**src/design/cdb_config.svh**
```systemverilog
// Result broadcast configuration

`ifndef CDB_CONFIG_SVH
`define CDB_CONFIG_SVH

// Physical register file
`define PRF_SIZE 64  // Gives a 6-bit tag

// Result payload width
`define XLEN 64

// ----------------------------------------
// Broadcast fabric sizing
// ----------------------------------------

// Reporting units: mem1, mem2, mult1, mult2, add1, add2
`define NUM_FU 6

// Common data bus lanes per cycle
`define NUM_CDB 2

`endif

```
**src/design/cdb_pkg.sv**
```systemverilog
// Result broadcast types

`default_nettype none

package cdb_pkg;

	`include "cdb_config.svh"

	// Physical register index
	typedef logic [$clog2(`PRF_SIZE)-1:0] prf_tag_t;

	// ----------------------------------------
	// Unit positions, highest priority on top
	// ----------------------------------------
	typedef enum logic [2:0] {
		FU_ADD2  = 3'd0,  // Lowest priority
		FU_ADD1  = 3'd1,
		FU_MULT2 = 3'd2,
		FU_MULT1 = 3'd3,
		FU_MEM2  = 3'd4,
		FU_MEM1  = 3'd5   // Highest priority
	} fu_id_e;

	// One bit per unit, indexed by fu_id_e
	typedef logic [`NUM_FU-1:0] fu_mask_t;

	// What a unit presents when it has a finished result
	typedef struct packed {
		logic              ready;
		prf_tag_t          tag;
		logic [`XLEN-1:0]  value;
	} fu_result_t;

	// What one bus lane broadcasts
	typedef struct packed {
		logic              valid;
		prf_tag_t          tag;
		logic [`XLEN-1:0]  value;
	} cdb_bus_t;

endpackage

`default_nettype wire

```
**src/design/cdb_grant_chain.sv**
```systemverilog
// Fixed-priority lane grants

`timescale 1ns/1ps
`default_nettype none

`include "cdb_config.svh"

module cdb_grant_chain (
	input  cdb_pkg::fu_mask_t fu_ready,
	output cdb_pkg::fu_mask_t lane_grant [`NUM_CDB],
	output cdb_pkg::fu_mask_t send_in_fail
);

	import cdb_pkg::*;

	fu_mask_t lane_req [`NUM_CDB];  // Requests still open at each lane
	fu_mask_t granted;              // Union of all lane grants

	// ----------------------------------------
	// Highest set bit of a request vector
	// ----------------------------------------
	function automatic fu_mask_t pick_highest(input fu_mask_t req);
		fu_mask_t gnt;
		gnt = '0;
		// Scan upward so the highest ready unit overwrites the rest
		for (int i = FU_ADD2; i <= FU_MEM1; i++) begin
			if (req[i]) begin
				gnt    = '0;
				gnt[i] = 1'b1;
			end
		end
		return gnt;
	endfunction

	// ----------------------------------------
	// Cascade across the lanes
	// ----------------------------------------
	always_comb begin
		lane_req[0] = fu_ready;  // Lane 0 sees every ready unit
		for (int l = 1; l < `NUM_CDB; l++) begin
			// Later lanes only see what earlier ones left over
			lane_req[l] = lane_req[l-1] & ~lane_grant[l-1];
		end
	end

	always_comb begin
		for (int l = 0; l < `NUM_CDB; l++) begin
			lane_grant[l] = pick_highest(lane_req[l]);
		end
	end

	always_comb begin
		granted = '0;
		for (int l = 0; l < `NUM_CDB; l++) begin
			granted = granted | lane_grant[l];
		end
	end

	// A ready unit that found no lane must present its result again
	assign send_in_fail = fu_ready & ~granted;

endmodule

`default_nettype wire

```
**config.mk**
```make
export PLATFORM = sky130hd
export DESIGN_NAME = cdb_grant_chain
export DESIGN_NICKNAME = d
export VERILOG_FILES = /design/src/design/cdb_pkg.sv /design/src/design/cdb_grant_chain.sv
export VERILOG_INCLUDE_DIRS = /design/src /design/src/design
export SDC_FILE = /design/constraint.sdc
export NUM_CORES = 1
export LEC_CHECK = 0
export BUFFER_PORTS_ARGS = -buffer_cell sky130_fd_sc_hd__buf_2
export CORE_AREA = 2 2 39 41
export DETAILED_ROUTE_END_ITERATION = 8
export DIE_AREA = 0 0 41 43
export PLACE_DENSITY = 0.5
export SLEW_MARGIN = 0
export SYNTH_ARGS = -nofsm -noshare
export SYNTH_HDL_FRONTEND = slang
export SYNTH_SLANG_ARGS = --single-unit
```
**constraint.sdc**
```tcl
create_clock -name vclk -period 1
set_input_delay 0.15 -clock vclk [all_inputs]
set_output_delay 0.15 -clock vclk [all_outputs]
set_load 0.01 [all_outputs]
```
==> impl_metrics.tcl, run 1 <==
set metrics [dict create \
    status "finished with violations" \
    violations "negative setup slack" \
    place_worst_setup_slack_ns -0.1248 \
    layout_common_cells "buf_2 (14), buf_4 (9), buf_6 (5)" \
    hold_start "fu_ready[5]" \
    fin_crit_ns 1.040 \
    start_util 0.2387 \
    seq_area_frac_synth 0 \
    cp_max_fo 6 \
    setup_ws_ns -0.04035 \
    powerDensity_mw_per_mm2 409.9 \
    grt_usage 0.09291 \
    initialDrtViolationCount 7 \
    crit_family "simple AND/OR/NAND/NOR gates" \
    netlist_instances 48 \
    min_path_cells 3 \
    cap_violations 0 \
    finalPower_uw 226.7 \
    hold_end "lane_grant[11]" \
    route.detailed.drc 0 \
    yosys.cell_types.count 27 \
    die_h_um 43 \
    setup_viol 4 \
    diodes 0 \
    fill_cells 150 \
    yosysWarnings 0 \
    path_buf_inv 2 \
    hold_violations 0 \
    rows 14 \
    drive_gt1_frac 0.5775 \
    synth-xor-area-share 0.07955 \
    route.vias.total 414 \
    hold_path.class "input port to output pin" \
    seq_cell_count 0 \
    grt_max_degree 16 \
    dp_hpwl_um 679.3 \
    first_pass_iters 2 \
    muxShareOfSynthArea 0 \
    grt.overflow.total 0 \
    nNetsFinal 79 \
    design.core.area_mm2 0.001384 \
    seqCellArea_um2 0 \
    p_leak_uw 0.0002909 \
    seqPwrFrac 0 \
    crit_type "input port to output pin" \
    synth_top_area_cell "buf_4" \
    grt_pass1_vias 291 \
    grt_antenna_before_repair 0 \
    synth_top_family_by_area "simple AND/OR/NAND/NOR gates" \
    die_area_mm2 0.001763 \
    period_share 1.040 \
    start_kind "input port" \
    end_kind "output pin" \
    yosys.area_share.simple 0.3561 \
    mostFrequentLayoutCell "buf_2" \
    switching_share 0.4880 \
    rsz0062_at_grt "yes" \
    ys_top_cells_by_area "buf_4 (16%), buf_6 (10%), xor2_1 (8.0%)" \
    cp_cell_sequence "buf_12 -> and2b_2 -> o211ai_1 -> nand3_1 -> buf_2" \
    clockPowerShare 0 \
    internal_power_uw 116.1 \
    ios 24 \
    synth_top_area_frac 0.1591 \
    ir_drop_v 0.0001364 \
    wl_per_cell_um 10.41 \
    syn_avg_cell_area_um2 6.882 \
    syn_area_um2 330.3 \
    p_sw_uw 110.6 \
    critPathMaxStageDelay_ns 0.24 \
    portBuffers 21 \
    wl_um 906 \
    gp_congestion 0.7865 \
    comb_power_share 1.000 \
    fmax_mhz 961.2 \
    cpMaxStageDelayCell "and2b_2" \
    fin_util 0.3996 \
    syn_to_final_growth_pct 67.42 \
    fp.dieW_um 41 \
    slew_violations 0 \
    viasPerCell 4.759 \
    grt_pass1_wl_um 1235 \
    synth_compound_area_frac 0.2803 \
    cp.required_ns 0.85 \
    arrival_ns 0.89 \
    nClkBuffers 0 \
    final_antenna_net_count 0 \
    synthAdderAreaFrac 0 \
]
-- tightest hold or removal path, stage by stage --
cell	delay, ns
buf_12	0.09
buf_6	0.11
buf_2	0.12
-- final cells by class --
type	instances	area, um2	share of cell area
inverters	1	3.754	0.006787
multi-input cells	39	292.8	0.5294
repair buffers	31	236.5	0.4276
well taps	16	20.02	0.03620
-- worst max path at each step --
stage                            from              end  slack (ns)  cells after the start
after global placement    fu_ready[5]  send_in_fail[0]       -0.12                      5
after CTS                 fu_ready[5]    lane_grant[0]       -0.05                      5
after detailed placement  fu_ready[3]  send_in_fail[1]       -0.12                      5
after floorplan           fu_ready[3]    lane_grant[8]        0.02                      3
after global routing      fu_ready[5]    lane_grant[0]       -0.09                      5
final                     fu_ready[5]    lane_grant[0]       -0.04                      5
-- stage by stage --
stage                     area [um2]  hold WS [ns]  instances  setup TNS [ns]
after detailed placement       436.7        0.6526         85         -0.7319
after CTS                      509.2        0.6269         87        -0.09029
after global placement         436.7        0.6562         85         -0.6747
after global routing           553.0        0.6477         87         -0.2922
after floorplan                337.8        0.3918         50               0
final                          553.0        0.6274         87        -0.09446
-- synth_stat cells, types with 2 or more instances --
master,count
and3_1,2
and2_1,2
nand3_1,3
buf_6,3
o21ai_0,3
nand2_1,2
buf_4,7
xor2_1,3
nor2b_1,2
a21oi_1,2
nor2_1,3
-- power groups by stage --
| stage | clock (uW) | sequential, uW | combinational, uW |
|---|---|---|---|
| global route | 0 | 0 | 249 |
| finish | 0 | 0 | 227 |
| floorplan | 0 | 0 | 130 |
| global placement | 0 | 0 | 177 |
| detailed placement | 0 | 0 | 178 |
| CTS | 0 | 0 | 208 |
-- what timing repair did --
item                                    in CTS  in global routing
endpoints found under the hold margin        0                  0
resized for setup                           18                  9
hold buffers                                 0                  0
pin swaps                                    4                  0
setup buffers                                2                  0
endpoints found under the setup margin      10                  8
-- kinds of logic after synthesis --
logic type / Yosys count
AO/OA/AOI/OAI: 13
XOR/XNOR: 3
other: 1
buffers and inverters: 11
AND/OR/NAND/NOR: 20
-- per-layer routing --
metal  vias up  GRT usage  part of all wire
li1        211          -                 -
met3         0          0             0.060
met5         -          0                 0
met1       188     0.1392              0.44
met4         0          0                 0
met2        15     0.1531              0.50
Power figures use the tool's default switching activity.
==> run 2, diff against run 1 <==
--- a/config.mk
+++ b/config.mk
@@ -6,11 +6,11 @@
 export SDC_FILE = /design/constraint.sdc
 export NUM_CORES = 1
 export LEC_CHECK = 0
-export BUFFER_PORTS_ARGS = -buffer_cell sky130_fd_sc_hd__buf_2
 export CORE_AREA = 2 2 39 41
 export DETAILED_ROUTE_END_ITERATION = 8
 export DIE_AREA = 0 0 41 43
-export PLACE_DENSITY = 0.5
+export DONT_BUFFER_PORTS = 1
+export PLACE_DENSITY = 0.35
 export SLEW_MARGIN = 0
 export SYNTH_ARGS = -nofsm -noshare
 export SYNTH_HDL_FRONTEND = slang
==> impl_metrics.tcl, run 2 (synthesis results as in run 1) <==
set metrics [dict create \
    status "finished, final reports clean" \
    powerDensity_mw_per_mm2 316.5 \
    crit_type "input port to output pin" \
    seq_cell_count 0 \
    rows 14 \
    clockPowerShare 0 \
    place_worst_setup_slack_ns 0.1066 \
    dp_hpwl_um 579.5 \
    setup_viol 0 \
    first_pass_iters 2 \
    drive_gt1_frac 0.06977 \
    gp_congestion 0.6694 \
    die_h_um 43 \
    cp_max_fo 15 \
    p_leak_uw 0.0001326 \
    end_kind "output pin" \
    multi_input_area_um2 247.7 \
    cpMaxStageDelayCell "o41ai_1" \
    cp.required_ns 0.85 \
    arrival_ns 0.75 \
    route.detailed.drc 0 \
    route.vias.total 312 \
    start_util 0.2387 \
    ir_drop_v 0.00008547 \
    period_share 0.9007 \
    slew_violations 0 \
    fp.dieW_um 41 \
    cp_cell_sequence "o41ai_1 -> nor3b_1 -> buf_4" \
    design.core.area_mm2 0.001384 \
    initialDrtViolationCount 3 \
    post-cts-setup-buffer-count 0 \
    fin_area_um2 294.0 \
    finalPower_uw 93.05 \
    setup_ws_ns 0.09934 \
    diodes 0 \
    fill_cells 156 \
    wl_um 758 \
    hold_violations 0 \
    p_sw_uw 51.70 \
    comb_power_share 1.000 \
    seqPwrFrac 0 \
    finalSetupTns_ns 0 \
    cap_violations 0 \
    grt_pass1_vias 265 \
    ios 24 \
    viasPerCell 5.288 \
    fmax_mhz 1110 \
    switching_share 0.5556 \
    die_area_mm2 0.001763 \
    postPlaceCellArea_um2 294.0 \
    grt.overflow.total 0 \
    fin_crit_ns 0.9007 \
    grt_pass1_wl_um 1228 \
    cts_resized 0 \
    nClkBuffers 0 \
    seqCellArea_um2 0 \
    start_kind "input port" \
    grt_usage 0.09291 \
    grt_antenna_before_repair 0 \
    syn_to_final_growth_pct -10.98 \
    internal_power_uw 41.35 \
    nNetsFinal 51 \
    grt_max_degree 18 \
    final_antenna_net_count 0 \
    portBuffers 0 \
    critPathMaxStageDelay_ns 0.36 \
    wl_per_cell_um 12.85 \
    hold_buffers 0 \
    rsz0062_at_grt "no" \
    hold_path.class "input port to output pin" \
]
## run 2: metrics by stage
step / cells / util / hold slack [ns]
2_1_floorplan: 50 / - / 0.3918
3_3_place_gp: 59 / 0.2125 / 0.3003
3_5_place_dp: 59 / 0.2125 / 0.3002
4_1_cts: 59 / 0.2125 / 0.3002
5_1_grt: 59 / 0.2125 / 0.3003
6_report: 59 / 0.2125 / 0.3001
## run 2: layout make-up
cell class	instances	share of cell area
multi-input combinational	39	0.8426
timing repair buffer	3	0.07660
tap	16	0.06809
inverter	1	0.01277
## run 2: power groups by stage
stage                     registers [uW]  clock network (uW)  logic, uW
after detailed placement               0                   0       93.0
final                                  0                   0       93.1
after global placement                 0                   0       95.0
after floorplan                        0                   0        130
after global routing                   0                   0        104
after CTS                              0                   0       93.6
## run 2: critical path: cells and delay by family
family          cells  cell delay (ns)
compound gates      1             0.36
buf+inv             1             0.15
simple gates        1             0.09
## run 2: metal layers
layer  wire (um)  up-vias  track usage
li1            -      157            -
met1         352      145       0.1551
met2         353       10       0.1344
met3          51        0     0.005236
met4           0        0            0
met5           0        -            0
## run 2: final timing paths
path / start / endpoint / depth (start not counted)
worst max-delay path: fu_ready[5] / send_in_fail[0] / 3
worst min-delay path: fu_ready[5] / lane_grant[11] / 0
==> run 3, diff against run 2 <==
==> constraint.sdc (replaced) <==
create_clock -name vclk -period 1
set_input_delay 0.2 -clock vclk [all_inputs]
set_output_delay 0.2 -clock vclk [all_outputs]
set_load 0.01 [all_outputs]
==> impl_metrics.tcl, run 3 (synthesis results as in run 1) <==
set metrics [dict create \
    start_kind "input port" \
    seqPwrFrac 0 \
    end_kind "output pin" \
    start_util 0.2387 \
    fin_util 0.2224 \
    grt_usage 0.08691 \
    fin_crit_ns 0.9349 \
    route.vias.total 308 \
    wl_per_cell_um 14.11 \
    nNetsFinal 49 \
    post-cts-setup-buffer-count 0 \
    route.detailed.drc 0 \
    clockPowerShare 0 \
    crit_end "lane_grant[0]" \
    crit_type "input port to output pin" \
    fmax_mhz 1070 \
    internal_power_uw 40.99 \
    finalSetupTns_ns 0 \
    postPlaceCellArea_um2 305.3 \
    hold_path.class "input port to output pin" \
    setup_ws_ns 0.06505 \
    rsz0062_at_grt "no" \
    syn_to_final_growth_pct -6.818 \
    wl_um 804 \
    seq_cell_count 0 \
    die_area_mm2 0.001763 \
    p_leak_uw 0.0001295 \
    arrival_ns 0.73 \
    grt_max_degree 18 \
    critPathMaxStageDelay_ns 0.22 \
    design.core.area_mm2 0.001384 \
    slew_violations 0 \
    diodes 0 \
    grt_pass1_wl_um 1124 \
    switching_share 0.5483 \
    grt_pass1_vias 240 \
    nClkBuffers 0 \
    ios 24 \
    die_h_um 43 \
    cp_cell_sequence "and2b_2 -> o211ai_1 -> nand3_1" \
    cap_violations 0 \
    layout_common_cells "xor2_1 (3), nand3_1 (3), conb_1 (3)" \
    hold_buffers 0 \
    status "finished, final reports clean" \
    powerDensity_mw_per_mm2 294.8 \
    drive_gt1_frac 0.1707 \
    fin_area_um2 307.8 \
    grt.overflow.total 0 \
    finalPower_uw 90.74 \
    hold_violations 0 \
    period_share 0.9349 \
    grt_antenna_before_repair 0 \
    comb_power_share 1.000 \
    fp.dieW_um 41 \
    viasPerCell 5.404 \
    p_sw_uw 49.75 \
    rows 14 \
    cts_resized 0 \
    gp_congestion 0.5650 \
    final_antenna_net_count 0 \
    first_pass_iters 4 \
    initialDrtViolationCount 5 \
    cp_max_fo 15 \
    crit_start "fu_ready[5]" \
    seqCellArea_um2 0 \
    place_worst_setup_slack_ns 0.04804 \
    ir_drop_v 0.00007134 \
    cp.required_ns 0.80 \
    setup_viol 0 \
    cpMaxStageDelayCell "and2b_2" \
    fill_cells 161 \
    portBuffers 0 \
    dp_hpwl_um 603.4 \
]
-- run 3: how the worst min path moves through the flow --
stage,start,to,depth (start not counted)
after floorplan,fu_ready[0],send_in_fail[0],2
after global placement,fu_ready[5],lane_grant[11],0
after detailed placement,fu_ready[5],lane_grant[11],0
after CTS,fu_ready[5],lane_grant[11],0
after global routing,fu_ready[5],lane_grant[11],0
final,fu_ready[5],lane_grant[11],0
-- run 3: area by class of cell --
class                           instances  area [um2]  area share
Multi-Input combinational cell         39       276.5      0.8984
Tap cell                               16       20.02     0.06504
Timing Repair Buffer                    1       7.507     0.02439
Inverter                                1       3.754     0.01220
-- run 3: power groups by stage --
stage,Clock [uW],Sequential (uW),Combinational [uW]
2_1_floorplan,0,0,140
3_3_place_gp,0,0,93.0
3_5_place_dp,0,0,91.8
4_1_cts,0,0,92.0
5_1_grt,0,0,102
6_report,0,0,90.7
-- run 3: worst max-delay path, delay by kind of cell --
kind | cells | cell delay, ns
AOI/OAI and AO/OA | 1 | 0.16
and+or+nand+nor | 2 | 0.38
-- run 3: per-layer routing --
| metal | track usage | part of all wire |
|---|---|---|
| met4 | 0 | 0 |
| met1 | 0.1266 | 0.43 |
| met3 | 0.03141 | 0.10 |
| met2 | 0.1281 | 0.47 |
| met5 | 0 | 0 |
-- run 3: per-stage QoR --
stage | hold slack, ns | instances
3_3_place_gp | 0.4002 | 57
4_1_cts | 0.4002 | 57
5_1_grt | 0.4003 | 57
6_report | 0.4000 | 57
3_5_place_dp | 0.4002 | 57
2_1_floorplan | 0.4825 | 50
