--- src/design/cdb_config.svh ---
// Result broadcast configuration

`ifndef CDB_CONFIG_SVH
`define CDB_CONFIG_SVH

// Physical register file
`define PRF_SIZE 64  // Gives a 6-bit tag

// Result payload width
`define XLEN 64

// ----------------------------------------
// Broadcast fabric sizing
// ----------------------------------------

// Reporting units: mem1, mem2, mult1, mult2, add1, add2
`define NUM_FU 6

// Common data bus lanes per cycle
`define NUM_CDB 2

`endif

--- src/design/cdb_pkg.sv ---
// Result broadcast types

`default_nettype none

package cdb_pkg;

	`include "cdb_config.svh"

	// Physical register index
	typedef logic [$clog2(`PRF_SIZE)-1:0] prf_tag_t;

	// ----------------------------------------
	// Unit positions, highest priority on top
	// ----------------------------------------
	typedef enum logic [2:0] {
		FU_ADD2  = 3'd0,  // Lowest priority
		FU_ADD1  = 3'd1,
		FU_MULT2 = 3'd2,
		FU_MULT1 = 3'd3,
		FU_MEM2  = 3'd4,
		FU_MEM1  = 3'd5   // Highest priority
	} fu_id_e;

	// One bit per unit, indexed by fu_id_e
	typedef logic [`NUM_FU-1:0] fu_mask_t;

	// What a unit presents when it has a finished result
	typedef struct packed {
		logic              ready;
		prf_tag_t          tag;
		logic [`XLEN-1:0]  value;
	} fu_result_t;

	// What one bus lane broadcasts
	typedef struct packed {
		logic              valid;
		prf_tag_t          tag;
		logic [`XLEN-1:0]  value;
	} cdb_bus_t;

endpackage

`default_nettype wire

--- src/design/cdb_lane.sv ---
// Single common data bus lane

`timescale 1ns/1ps
`default_nettype none

`include "cdb_config.svh"

module cdb_lane (
	input  logic                clock,
	input  logic                arst_n,
	input  cdb_pkg::fu_mask_t   grant,
	input  cdb_pkg::fu_result_t fu_results [`NUM_FU],
	output cdb_pkg::cdb_bus_t   cdb
);

	import cdb_pkg::*;

	prf_tag_t         sel_tag;    // Tag of the granted unit
	logic [`XLEN-1:0] sel_value;  // Value of the granted unit
	logic             sel_any;

	// ----------------------------------------
	// One-hot result mux
	// ----------------------------------------
	always_comb begin
		sel_tag   = '0;
		sel_value = '0;
		for (int i = 0; i < `NUM_FU; i++) begin
			if (grant[i]) begin
				sel_tag   = sel_tag | fu_results[i].tag;
				sel_value = sel_value | fu_results[i].value;
			end
		end
	end

	assign sel_any = |grant;  // Grant is one-hot or zero

	// ----------------------------------------
	// Broadcast register
	// ----------------------------------------
	always_ff @(posedge clock or negedge arst_n) begin
		if (!arst_n) begin
			cdb.valid <= 1'b0;
			cdb.tag   <= '0;
			cdb.value <= '0;
		end else begin
			cdb.valid <= sel_any;
			if (sel_any) begin  // Payload holds when idle
				cdb.tag   <= sel_tag;
				cdb.value <= sel_value;
			end
		end
	end

endmodule

`default_nettype wire

--- config.mk ---
export PLATFORM = sky130hd
export DESIGN_NAME = cdb_lane
export DESIGN_NICKNAME = d
export VERILOG_FILES = /design/src/design/cdb_pkg.sv /design/src/design/cdb_lane.sv
export VERILOG_INCLUDE_DIRS = /design/src /design/src/design
export SDC_FILE = /design/constraint.sdc
export NUM_CORES = 1
export LEC_CHECK = 0
export BUFFER_PORTS_ARGS = -buffer_cell sky130_fd_sc_hd__buf_4
export CORE_AREA = 2 2 195 197
export DETAILED_ROUTE_END_ITERATION = 8
export DIE_AREA = 0 0 197 199
export GPL_TIMING_DRIVEN = 0
export PLACE_DENSITY_LB_ADDON = 0.05
export SLEW_MARGIN = 20
export SYNTH_ARGS = -nofsm -noshare
export SYNTH_HDL_FRONTEND = slang
export SYNTH_SLANG_ARGS = --single-unit
--- constraint.sdc ---
create_clock -name clock -period 1.6 [get_ports clock]
set_input_delay 0.08 -clock clock [delete_from_list [all_inputs] [get_ports clock]]
set_output_delay 0.08 -clock clock [all_outputs]
set_load 0.01 [all_outputs]
==> reports/qor.yml, run 1 <==
finish:
  largest_register_ffs: 71
  area_growth_pct: 91.2
  regMostFlops: "cdb"
  nNetsFinal: 1417
  drive_above_1_share: 0.597
  reg.largest.list: "cdb: 71 flops"
  layout_commonest_cell: "buf_4"
  final_cell_mix: "buf_4, a22oi_1, dfrtp_1, nand3_1, mux2_4"
  layoutNonFillerInstCount: 1463
worst_setup_path:
  worst_path_dominant_cell_family: "buffers and inverters"
  crit_path_max_incr_delay_ns: 0.58
  crit_path_end_kind: "register"
  critical_path_class: "in2reg"
  arrival_ns: 1.74
  crit_buf_inv: 2
  crit_required_ns: 1.89
  worst-path-max-fanout: 10
  path_cells: "clkbuf_1, buf_1, a22oi_1, nand3_1, mux2_4"
  crit_slowest_cell: "buf_1"
  worstSetupStartpointType: "input pin"
place:
  place_inst: 1445
  dpl.hpwl_microns: 27200
  gp_routability_congestion: 0.742
  port_buffers: 492
power_and_ir_drop:
  ir_worst_vdd_mv: 0.447
  p_per_area_nw_per_um2: 645
  power_mw: 6.22
  leakage_nw: 4.59
sta:
  period_needed_ns: 1.46
  fmax_mhz: 687
  slew_violations: 0
  rsz0062_at_grt: "false"
  fin_skew_ns: 0
  period_share: 0.910
  finalSetupTns_ns: 0
  hold_violations: 0
  worst_pin_slew_ns: 0.888
  finalSetupViolCount: 0
  slew_headroom: 0.408
status:
  run_status: "completed"
floorplanning:
  core_sq_um: 37100
  ioPinCount: 505
  die-area_sq_um: 39200
  start_util: 0.136
  die-width_microns: 197
  core.rowCount: 71
  dieHeight_microns: 199
global_route:
  grt_overflow: 0
  antenna_found_initial: 1
  grt_usage: 0.168
  grt_first_pass_wirelength_microns: 47200
  grt_start_max_net_pins: 72
  grt_pass1_vias: 6979
clock_network:
  clock_path_buffers: 2
  numCtsBuffers: 9
  clk_pin_slew_worst_paths_ns: 0.06
  cts_tree: "built"
  cts_setup_buffers: 0
  cts.sinks: 71
  clkLatencyLatePin_ns: 0.34
  cts-root-buf: "clkbuf_16"
  htree_num_levels: 3
drt:
  antenna_left: 0
  wl_per_cell_microns: 23.2
  vias: 6320
  first_iter_violations: 172
  routed_wl_microns: 34000
  drcViolationCount: 0
  drtPass1Iterations: 4
  viasPerCell: 4.32
flow_run:
  cap_viol_max_count: 0
yosys:
  ys_warn_count: 0
  syn-num-nets: 913
  ys_seq_area_frac: 0.352
  synth_area_sq_um: 5050
  synthCells: 479
  syn-mean-instance-area_sq_um: 10.5
  ys_ff_latch: 71
  yosysUniqueCellTypes: 12
worst_hold_path:
  hold_path.class: "in2reg"
cell families (layout without fill, tap and decap cells):
| logic type | count (synthesis) | after routing | share of synthesized area |
|---|---|---|---|
| simple gates | 73 | 73 | 0.0766 |
| other cells | 0 | 1 | 0 |
| mux | 70 | 70 | 0.207 |
| compound gates | 210 | 210 | 0.312 |
| buf+inv | 55 | 564 | 0.0518 |
| flops | 71 | 71 | 0.352 |
repair_timing:
| action | in CTS | in global routing |
|---|---|---|
| hold endpoints to repair | 71 | 0 |
| gates resized for setup | 0 | 2 |
| setup endpoints to repair | 0 | 1 |
| hold buffers | 1 | 0 |
area by class of cell:
cell class,count,area [sq um]
Antenna cell,1,2.50
Buffer,55,263
Clock buffer,10,239
Clock inverter,6,60.1
Fill cell,4085,27500
Multi-Input combinational cell,353,3010
Sequential cell,71,1780
Tap cell,474,593
Timing Repair Buffer,493,3710
path summary, 6_finish.rpt:
check	from	end	slack [ns]	depth (start not counted)
setup / recovery	grant[5]	cdb[21]	0.14	5
max in group asynchronous	arst_n	cdb[35]	0.75	2
setup reg to reg	cdb[17]	cdb[17]	0.79	1
min in group asynchronous	arst_n	cdb[7]	0.36	2
hold reg to reg	cdb[22]	cdb[22]	0.51	1
hold / removal	fu_results[69]	cdb[69]	0.08	4
metrics by stage:
step	hold WS, ns	cell area, sq um	util	worst slack, ns
after CTS	0.0670	9640	0.260	0.0738
after global placement	0.304	9340	0.251	-0.315
after global routing	0.0810	9650	0.260	0.0456
after detailed placement	0.323	9340	0.251	-0.297
final	0.0844	9650	0.260	0.145
after floorplan	-0.216	5050	-	0.347
where the power goes:
part	internal, mW	switching [mW]
Combinational	1.24	0.868
Clock	1.24	0.861
Sequential	1.93	0.0829
metal layers:
| metal | global-route usage | part of all wire | vias to the layer above |
|---|---|---|---|
| li1 | - | - | 2973 |
| met1 | 0.182 | 0.38 | 3008 |
| met2 | 0.313 | 0.52 | 319 |
| met3 | 0.0578 | 0.083 | 20 |
| met4 | 0.0390 | 0.013 | 0 |
| met5 | 0 | 0 | - |
cells in the mapped netlist (all sizes together):
cell type,n,area [sq um]
a22oi,210,1580
dfrtp,71,1780
mux2,70,1050
nand3,70,350
clkbuf,30,113
buf,25,149
nand2,1,11.3
nor2,1,3.75
nor4,1,21.3
Note: power is estimated with default switching activity, not from simulation.
==> inputs of run 2 (changes only) <==
--- a/config.mk
+++ b/config.mk
@@ -6,12 +6,14 @@
 export SDC_FILE = /design/constraint.sdc
 export NUM_CORES = 1
 export LEC_CHECK = 0
-export BUFFER_PORTS_ARGS = -buffer_cell sky130_fd_sc_hd__buf_4
-export CORE_AREA = 2 2 195 197
+export ABC_AREA = 1
+export BUFFER_PORTS_ARGS = -buffer_cell sky130_fd_sc_hd__buf_2
+export CORE_AREA = 2 2 198 200
 export DETAILED_ROUTE_END_ITERATION = 8
-export DIE_AREA = 0 0 197 199
+export DIE_AREA = 0 0 200 202
 export GPL_TIMING_DRIVEN = 0
 export PLACE_DENSITY_LB_ADDON = 0.05
+export RECOVER_POWER = 25
 export SLEW_MARGIN = 20
 export SYNTH_ARGS = -nofsm -noshare
 export SYNTH_HDL_FRONTEND = slang
==> run 2 against run 1 <==
Against the previous run: wire length is 9.7% higher; global-route usage rose by 1.3 points; sequential share of layout area decreased by 0.97 points.
==> reports/qor.yml, run 2 <==
status:
  run_status: "completed"
sta:
  worst_pin_slew_ns: 0.948
  period_needed_ns: 1.32
  hold_violations: 0
  slew_violations: 0
  fmax_mhz: 758
  fin_skew_ns: 0
  rsz0062_at_grt: "false"
  finalSetupTns_ns: 0
  period_share: 0.825
  finalSetupViolCount: 0
  slew_headroom: 0.368
worst_hold_path:
  hold_depth: 5
  min_to: "cdb[7]"
  worstHoldStart: "fu_results[78]"
  hold_path.class: "in2reg"
worst_setup_path:
  r2r_setup_slack_ns: 0.90
  critical_path_class: "in2reg"
  crit_slowest_cell: "dlygate4sd3_1"
  crit_required_ns: 1.84
  crit_buf_inv: 3
  arrival_ns: 1.56
  crit_path_end_kind: "register"
  rr_startpoint: "cdb[45]"
  rr_worst_depth: 2
  timing.rr.end: "cdb[45]"
  crit_path_max_incr_delay_ns: 0.55
  worst-path-max-fanout: 1
  path_common_cell: "nand2_1"
  worstSetupStartpointType: "input pin"
  path_cells: "dlygate4sd3_1, buf_2, nand2_1, nand2_1, dlygate4sd3_1, nor2_1, nand2_1"
  worst_path_dominant_cell_family: "buffers and inverters"
power_and_ir_drop:
  p_seq_frac: 0.331
  netSwitchingPower_mw: 2.07
  p_comb_frac: 0.349
  leakage_nw: 6.15
  ir_worst_vdd_mv: 0.407
  p_per_area_nw_per_um2: 593
  clkPwrFrac: 0.320
  internal_power_mw: 3.97
  power_switching_share: 0.342
finish:
  fillCellCount: 4582
  multiInputGateArea_sq_um: 3640
  layout_commonest_cell: "nand2_1"
  regMostFlops: "cdb"
  reg.largest.list: "cdb: 71 flops"
  regArea_sq_um: 1780
  largest_register_ffs: 71
  nNetsFinal: 2149
  area_growth_pct: 53.7
  drive_above_1_share: 0.336
  final_area_sq_um: 10200
  final_cell_mix: "nand2_1, buf_2, inv_1, dfrtp_1"
clock_network:
  cts-root-buf: "clkbuf_16"
  cts_tree: "built"
  cts.sinks: 71
  numCtsBuffers: 9
  clkLatencyLatePin_ns: 0.34
  htree_num_levels: 3
  ctsResizeCount: 0
  clock_path_buffers: 2
  clk_pin_slew_worst_paths_ns: 0.06
global_route:
  grt_first_pass_wirelength_microns: 53700
  grt_overflow: 0
  grt_usage: 0.181
  grt_pass1_vias: 8993
  antenna_found_initial: 7
  grt_start_max_net_pins: 42
drt:
  wl_per_cell_microns: 16.7
  routed_wl_microns: 37300
  drcViolationCount: 0
  first_iter_violations: 317
  vias: 8697
  viasPerCell: 3.89
  antenna_left: 0
  drtPass1Iterations: 5
place:
  dpl.hpwl_microns: 31100
  gp_routability_congestion: 0.808
  port_buffers: 492
  dpl_cell_area_sq_um: 9770
yosys:
  yosys.area.top_type_share: 0.436
  synthTopCellsByCount: "nand2_1, inv_1, dfrtp_1"
  ys_ff_latch: 71
  ys_seq_area_frac: 0.268
  synthCells: 1194
  syn-mean-instance-area_sq_um: 5.55
  yosysUniqueCellTypes: 10
  synth_top_cell_by_area: "nand2_1"
  ys_warn_count: 0
  yosys_most_used_dff: "dfrtp_1"
  synth.most_common_cell: "nand2_1"
  async_reset_ff_frac: 1.00
  syn-num-nets: 1628
  synth_edf_count: 0
  synth_area_sq_um: 6630
  ys_top_cells_by_area: "nand2_1, dfrtp_1, buf_6, inv_1, nand4_1"
floorplanning:
  die-area_sq_um: 40400
  core_sq_um: 38300
  dieHeight_microns: 202
  ioPinCount: 505
  start_util: 0.173
  core.rowCount: 72
  die-width_microns: 200
flow_run:
  cap_viol_max_count: 0
run 2: cell types whose count changed in the layout (fill, tap and decap cells not counted), sizes merged, moves of 16 or more:
cell,delta
a22oi,-210
buf,+44
clkbuf,-26
dlygate4sd3,+16
inv,+140
mux2,-70
nand2,+769
nand3,-69
nand4,+70
nor2,+72
run 2: metrics by stage:
step	std cells	setup WS (ns)	utilization	power (mW)	hold WS, ns
2_1_floorplan	1194	0.837	-	3.04	-0.216
3_3_place_gp	2204	-0.310	0.254	4.17	0.361
3_5_place_dp	2205	0.477	0.255	4.17	0.0727
4_1_cts	2236	0.303	0.267	6.19	0.0000416
5_1_grt	2238	0.213	0.266	6.50	0.0136
6_report	2238	0.280	0.266	6.04	0.0135
run 2: logic make-up (layout without fill, tap and decap cells):
| kind of cell | count (synthesis) | in the layout | share of synthesized area |
|---|---|---|---|
| buf+inv | 209 | 733 | 0.180 |
| other cells | 0 | 2 | 0 |
| flops | 71 | 71 | 0.268 |
| simple gates | 914 | 914 | 0.552 |
run 2: layer usage:
metal | track usage | vias to the layer above | share of wire
met4 | 0.0431 | 10 | 0.017
met1 | 0.204 | 3758 | 0.39
met3 | 0.0534 | 36 | 0.085
met5 | 0 | - | 0.0015
li1 | - | 4589 | -
met2 | 0.329 | 304 | 0.50
run 2: cell type report:
class / count / share of cell area
Tap cell: 518 / 0.0636
Inverter: 140 / 0.0516
Buffer: 69 / 0.0656
Antenna cell: 2 / 0.000491
Clock inverter: 1 / 0.000491
Multi-Input combinational cell: 914 / 0.357
Timing Repair Buffer: 510 / 0.261
Clock buffer: 13 / 0.0255
Sequential cell: 71 / 0.174
run 2: worst reg2reg max path, cell delays in order, from the launching register on:
cell and delay [ns]:
dfrtp_1 0.42, nand4_1 0.12, nand2_1 0.06
run 2: how the worst max path moves through the flow:
stage               startpoint      end  slack [ns]  cells past startpoint
2_1_floorplan         grant[2]   cdb[0]        0.84                      8
6_report       fu_results[137]  cdb[66]        0.28                      7
4_1_cts         fu_results[73]   cdb[2]        0.30                      7
3_5_place_dp          grant[5]  cdb[68]        0.48                      6
5_1_grt               grant[5]   cdb[8]        0.21                      5
3_3_place_gp            arst_n  cdb[31]       -0.31                      1
run 2: repair_timing:
action,in CTS,in global routing
setup buffers,0,0
hold buffers,17,0
setup endpoints to repair,0,0
hold endpoints to repair,44,0
run 2: power by group through the flow:
| stage | logic [mW] | registers, mW | clock network, mW |
|---|---|---|---|
| 2_1_floorplan | 0.957 | 2.09 | 0 |
| 3_3_place_gp | 2.14 | 2.03 | 0 |
| 3_5_place_dp | 2.14 | 2.03 | 0 |
| 4_1_cts | 2.18 | 2.00 | 2.01 |
| 5_1_grt | 2.40 | 2.02 | 2.08 |
| 6_report | 2.11 | 2.00 | 1.93 |
==> inputs of run 3 (changes only) <==
--- a/config.mk
+++ b/config.mk
@@ -6,11 +6,11 @@
 export SDC_FILE = /design/constraint.sdc
 export NUM_CORES = 1
 export LEC_CHECK = 0
-export ABC_AREA = 1
+export ABC_AREA = 0
 export BUFFER_PORTS_ARGS = -buffer_cell sky130_fd_sc_hd__buf_2
-export CORE_AREA = 2 2 198 200
+export CORE_AREA = 2 2 195 197
 export DETAILED_ROUTE_END_ITERATION = 8
-export DIE_AREA = 0 0 200 202
+export DIE_AREA = 0 0 197 199
 export GPL_TIMING_DRIVEN = 0
 export PLACE_DENSITY_LB_ADDON = 0.05
 export RECOVER_POWER = 25
==> constraint.sdc (replaced) <==
create_clock -name clock -period 1.35 [get_ports clock]
set_input_delay 0.0675 -clock clock [delete_from_list [all_inputs] [get_ports clock]]
set_output_delay 0.0675 -clock clock [all_outputs]
set_load 0.01 [all_outputs]
==> run 3 against run 2 <==
Against the previous run: clock power up 33%; critical path depth decreased by 2; non-clock buffer count decreased by 30; highest routed layer unchanged.
==> reports/qor.yml, run 3 (same netlist as run 1, synthesis figures left out) <==
status:
  run_status: "completed"
global_route:
  grt_usage: 0.161
  antenna_found_initial: 11
  grt_start_max_net_pins: 38
  grt_first_pass_wirelength_microns: 45300
  grt_pass1_vias: 6750
  grt_overflow: 0
clock_network:
  cts.sinks: 71
  clk_pin_slew_worst_paths_ns: 0.06
  cts_setup_buffers: 0
  htree_num_levels: 3
  numCtsBuffers: 9
  cts-root-buf: "clkbuf_16"
  clkLatencyLatePin_ns: 0.34
  cts_tree: "built"
  clock_path_buffers: 2
drt:
  wl_per_cell_microns: 22.4
  drcViolationCount: 0
  viasPerCell: 4.34
  routed_wl_microns: 32900
  vias: 6373
  drtPass1Iterations: 6
  first_iter_violations: 217
  antenna_left: 0
worst_setup_path:
  crit_path_max_incr_delay_ns: 0.51
  rr_startpoint: "cdb[17]"
  crit_path_end_kind: "register"
  crit_required_ns: 1.63
  r2r_setup_slack_ns: 0.52
  crit_slowest_cell: "buf_1"
  worst-path-max-fanout: 10
  critical_path_class: "in2reg"
  path_cells: "clkbuf_1, buf_1, a22oi_1, nand3_1, mux2_4"
  cp-startpoint: "grant[4]"
  worstSetupStartpointType: "input pin"
  arrival_ns: 1.52
finish:
  area_growth_pct: 67.4
  reg.largest.list: "cdb: 71 flops"
  regArea_sq_um: 1780
  regMostFlops: "cdb"
  layoutNonFillerInstCount: 1467
  nNetsFinal: 1418
  final_util: 0.228
  drive_above_1_share: 0.599
  layout_commonest_cell: "buf_2"
  multiInputGateArea_sq_um: 3010
  largest_register_ffs: 71
  fillCellCount: 4192
  final_cell_mix: "buf_2, a22oi_1, dfrtp_1, nand3_1, mux2_4"
sta:
  slew_headroom: 0.468
  slew_violations: 0
  period_needed_ns: 1.23
  hold_violations: 0
  period_share: 0.914
  worst_pin_slew_ns: 0.798
  finalSetupViolCount: 0
  rsz0062_at_grt: "false"
  fmax_mhz: 811
  fin_skew_ns: 0
power_and_ir_drop:
  p_per_area_nw_per_um2: 829
  leakage_nw: 4.16
  ir_worst_vdd_mv: 0.513
place:
  dpl.hpwl_microns: 26800
  gp_routability_congestion: 0.763
  place_inst: 1446
  port_buffers: 492
worst_hold_path:
  hold_path.class: "in2reg"
  worstHoldStart: "fu_results[53]"
floorplanning:
  dieHeight_microns: 199
  core_sq_um: 37100
  ioPinCount: 505
  core.rowCount: 71
  start_util: 0.136
  die-area_sq_um: 39200
  die-width_microns: 197
flow_run:
  cap_viol_max_count: 0
run 3: report_power, final:
part,switching (mW),internal [mW]
logic,1.02,1.05
clock network,0.981,1.58
registers,0.0918,2.29
total,2.09,4.91
run 3: final timing paths:
path / endpoint / depth (start not counted)
setup / recovery: cdb[32] / 5
hold / removal: cdb[53] / 4
setup reg to reg: cdb[17] / 1
hold reg to reg: cdb[20] / 1
max in group asynchronous: cdb[45] / 3
min in group asynchronous: cdb[8] / 2
run 3: cell type report:
| class | count | share of cell area |
|---|---|---|
| diodes | 4 | 0.00118 |
| repair buffers | 494 | 0.292 |
| clock inverters | 3 | 0.00474 |
| clock buffers | 13 | 0.0320 |
| multi-input cells | 353 | 0.356 |
| plain buffers | 55 | 0.0336 |
| well taps | 474 | 0.0702 |
| flip-flops and latches | 71 | 0.210 |
run 3: per-layer routing:
metal | up-vias | wire length [microns] | track usage
met3 | 41 | 2670 | 0.0509
met5 | - | 83 | 0
met1 | 3015 | 12500 | 0.177
met2 | 323 | 17000 | 0.297
met4 | 12 | 636 | 0.0487
li1 | 2982 | - | -
run 3: through the flow:
stage | hold WS (ns) | total power [mW] | setup slack (ns) | cell area (sq um) | TNS [ns]
6_report | 0.0709 | 7.01 | 0.117 | 8450 | 0
5_1_grt | 0.0697 | 7.46 | 0.0260 | 8450 | 0
3_3_place_gp | 0.433 | 4.53 | -0.557 | 8100 | -62.51
3_5_place_dp | 0.0884 | 4.53 | -0.511 | 8130 | -31.46
4_1_cts | 0.0500 | 7.23 | 0.0228 | 8470 | 0
2_1_floorplan | -0.228 | 3.30 | 0.110 | 5050 | 0
run 3: critical path, delay by kind of cell:
| kind | cells | cell delay [ns] |
|---|---|---|
| buffers and inverters | 2 | 0.96 |
| AO/OA/AOI/OAI | 1 | 0.18 |
| AND/OR/NAND/NOR | 1 | 0.15 |
| multiplexers | 1 | 0.15 |
run 3: repair_timing:
| action | CTS | global route |
|---|---|---|
| hold buffers | 1 | 0 |
| gates resized for setup | 16 | 4 |
| pin swaps | 0 | 0 |
| endpoints found under the setup margin | 69 | 5 |
| endpoints found under the hold margin | 34 | 0 |
| cloned | 0 | 0 |
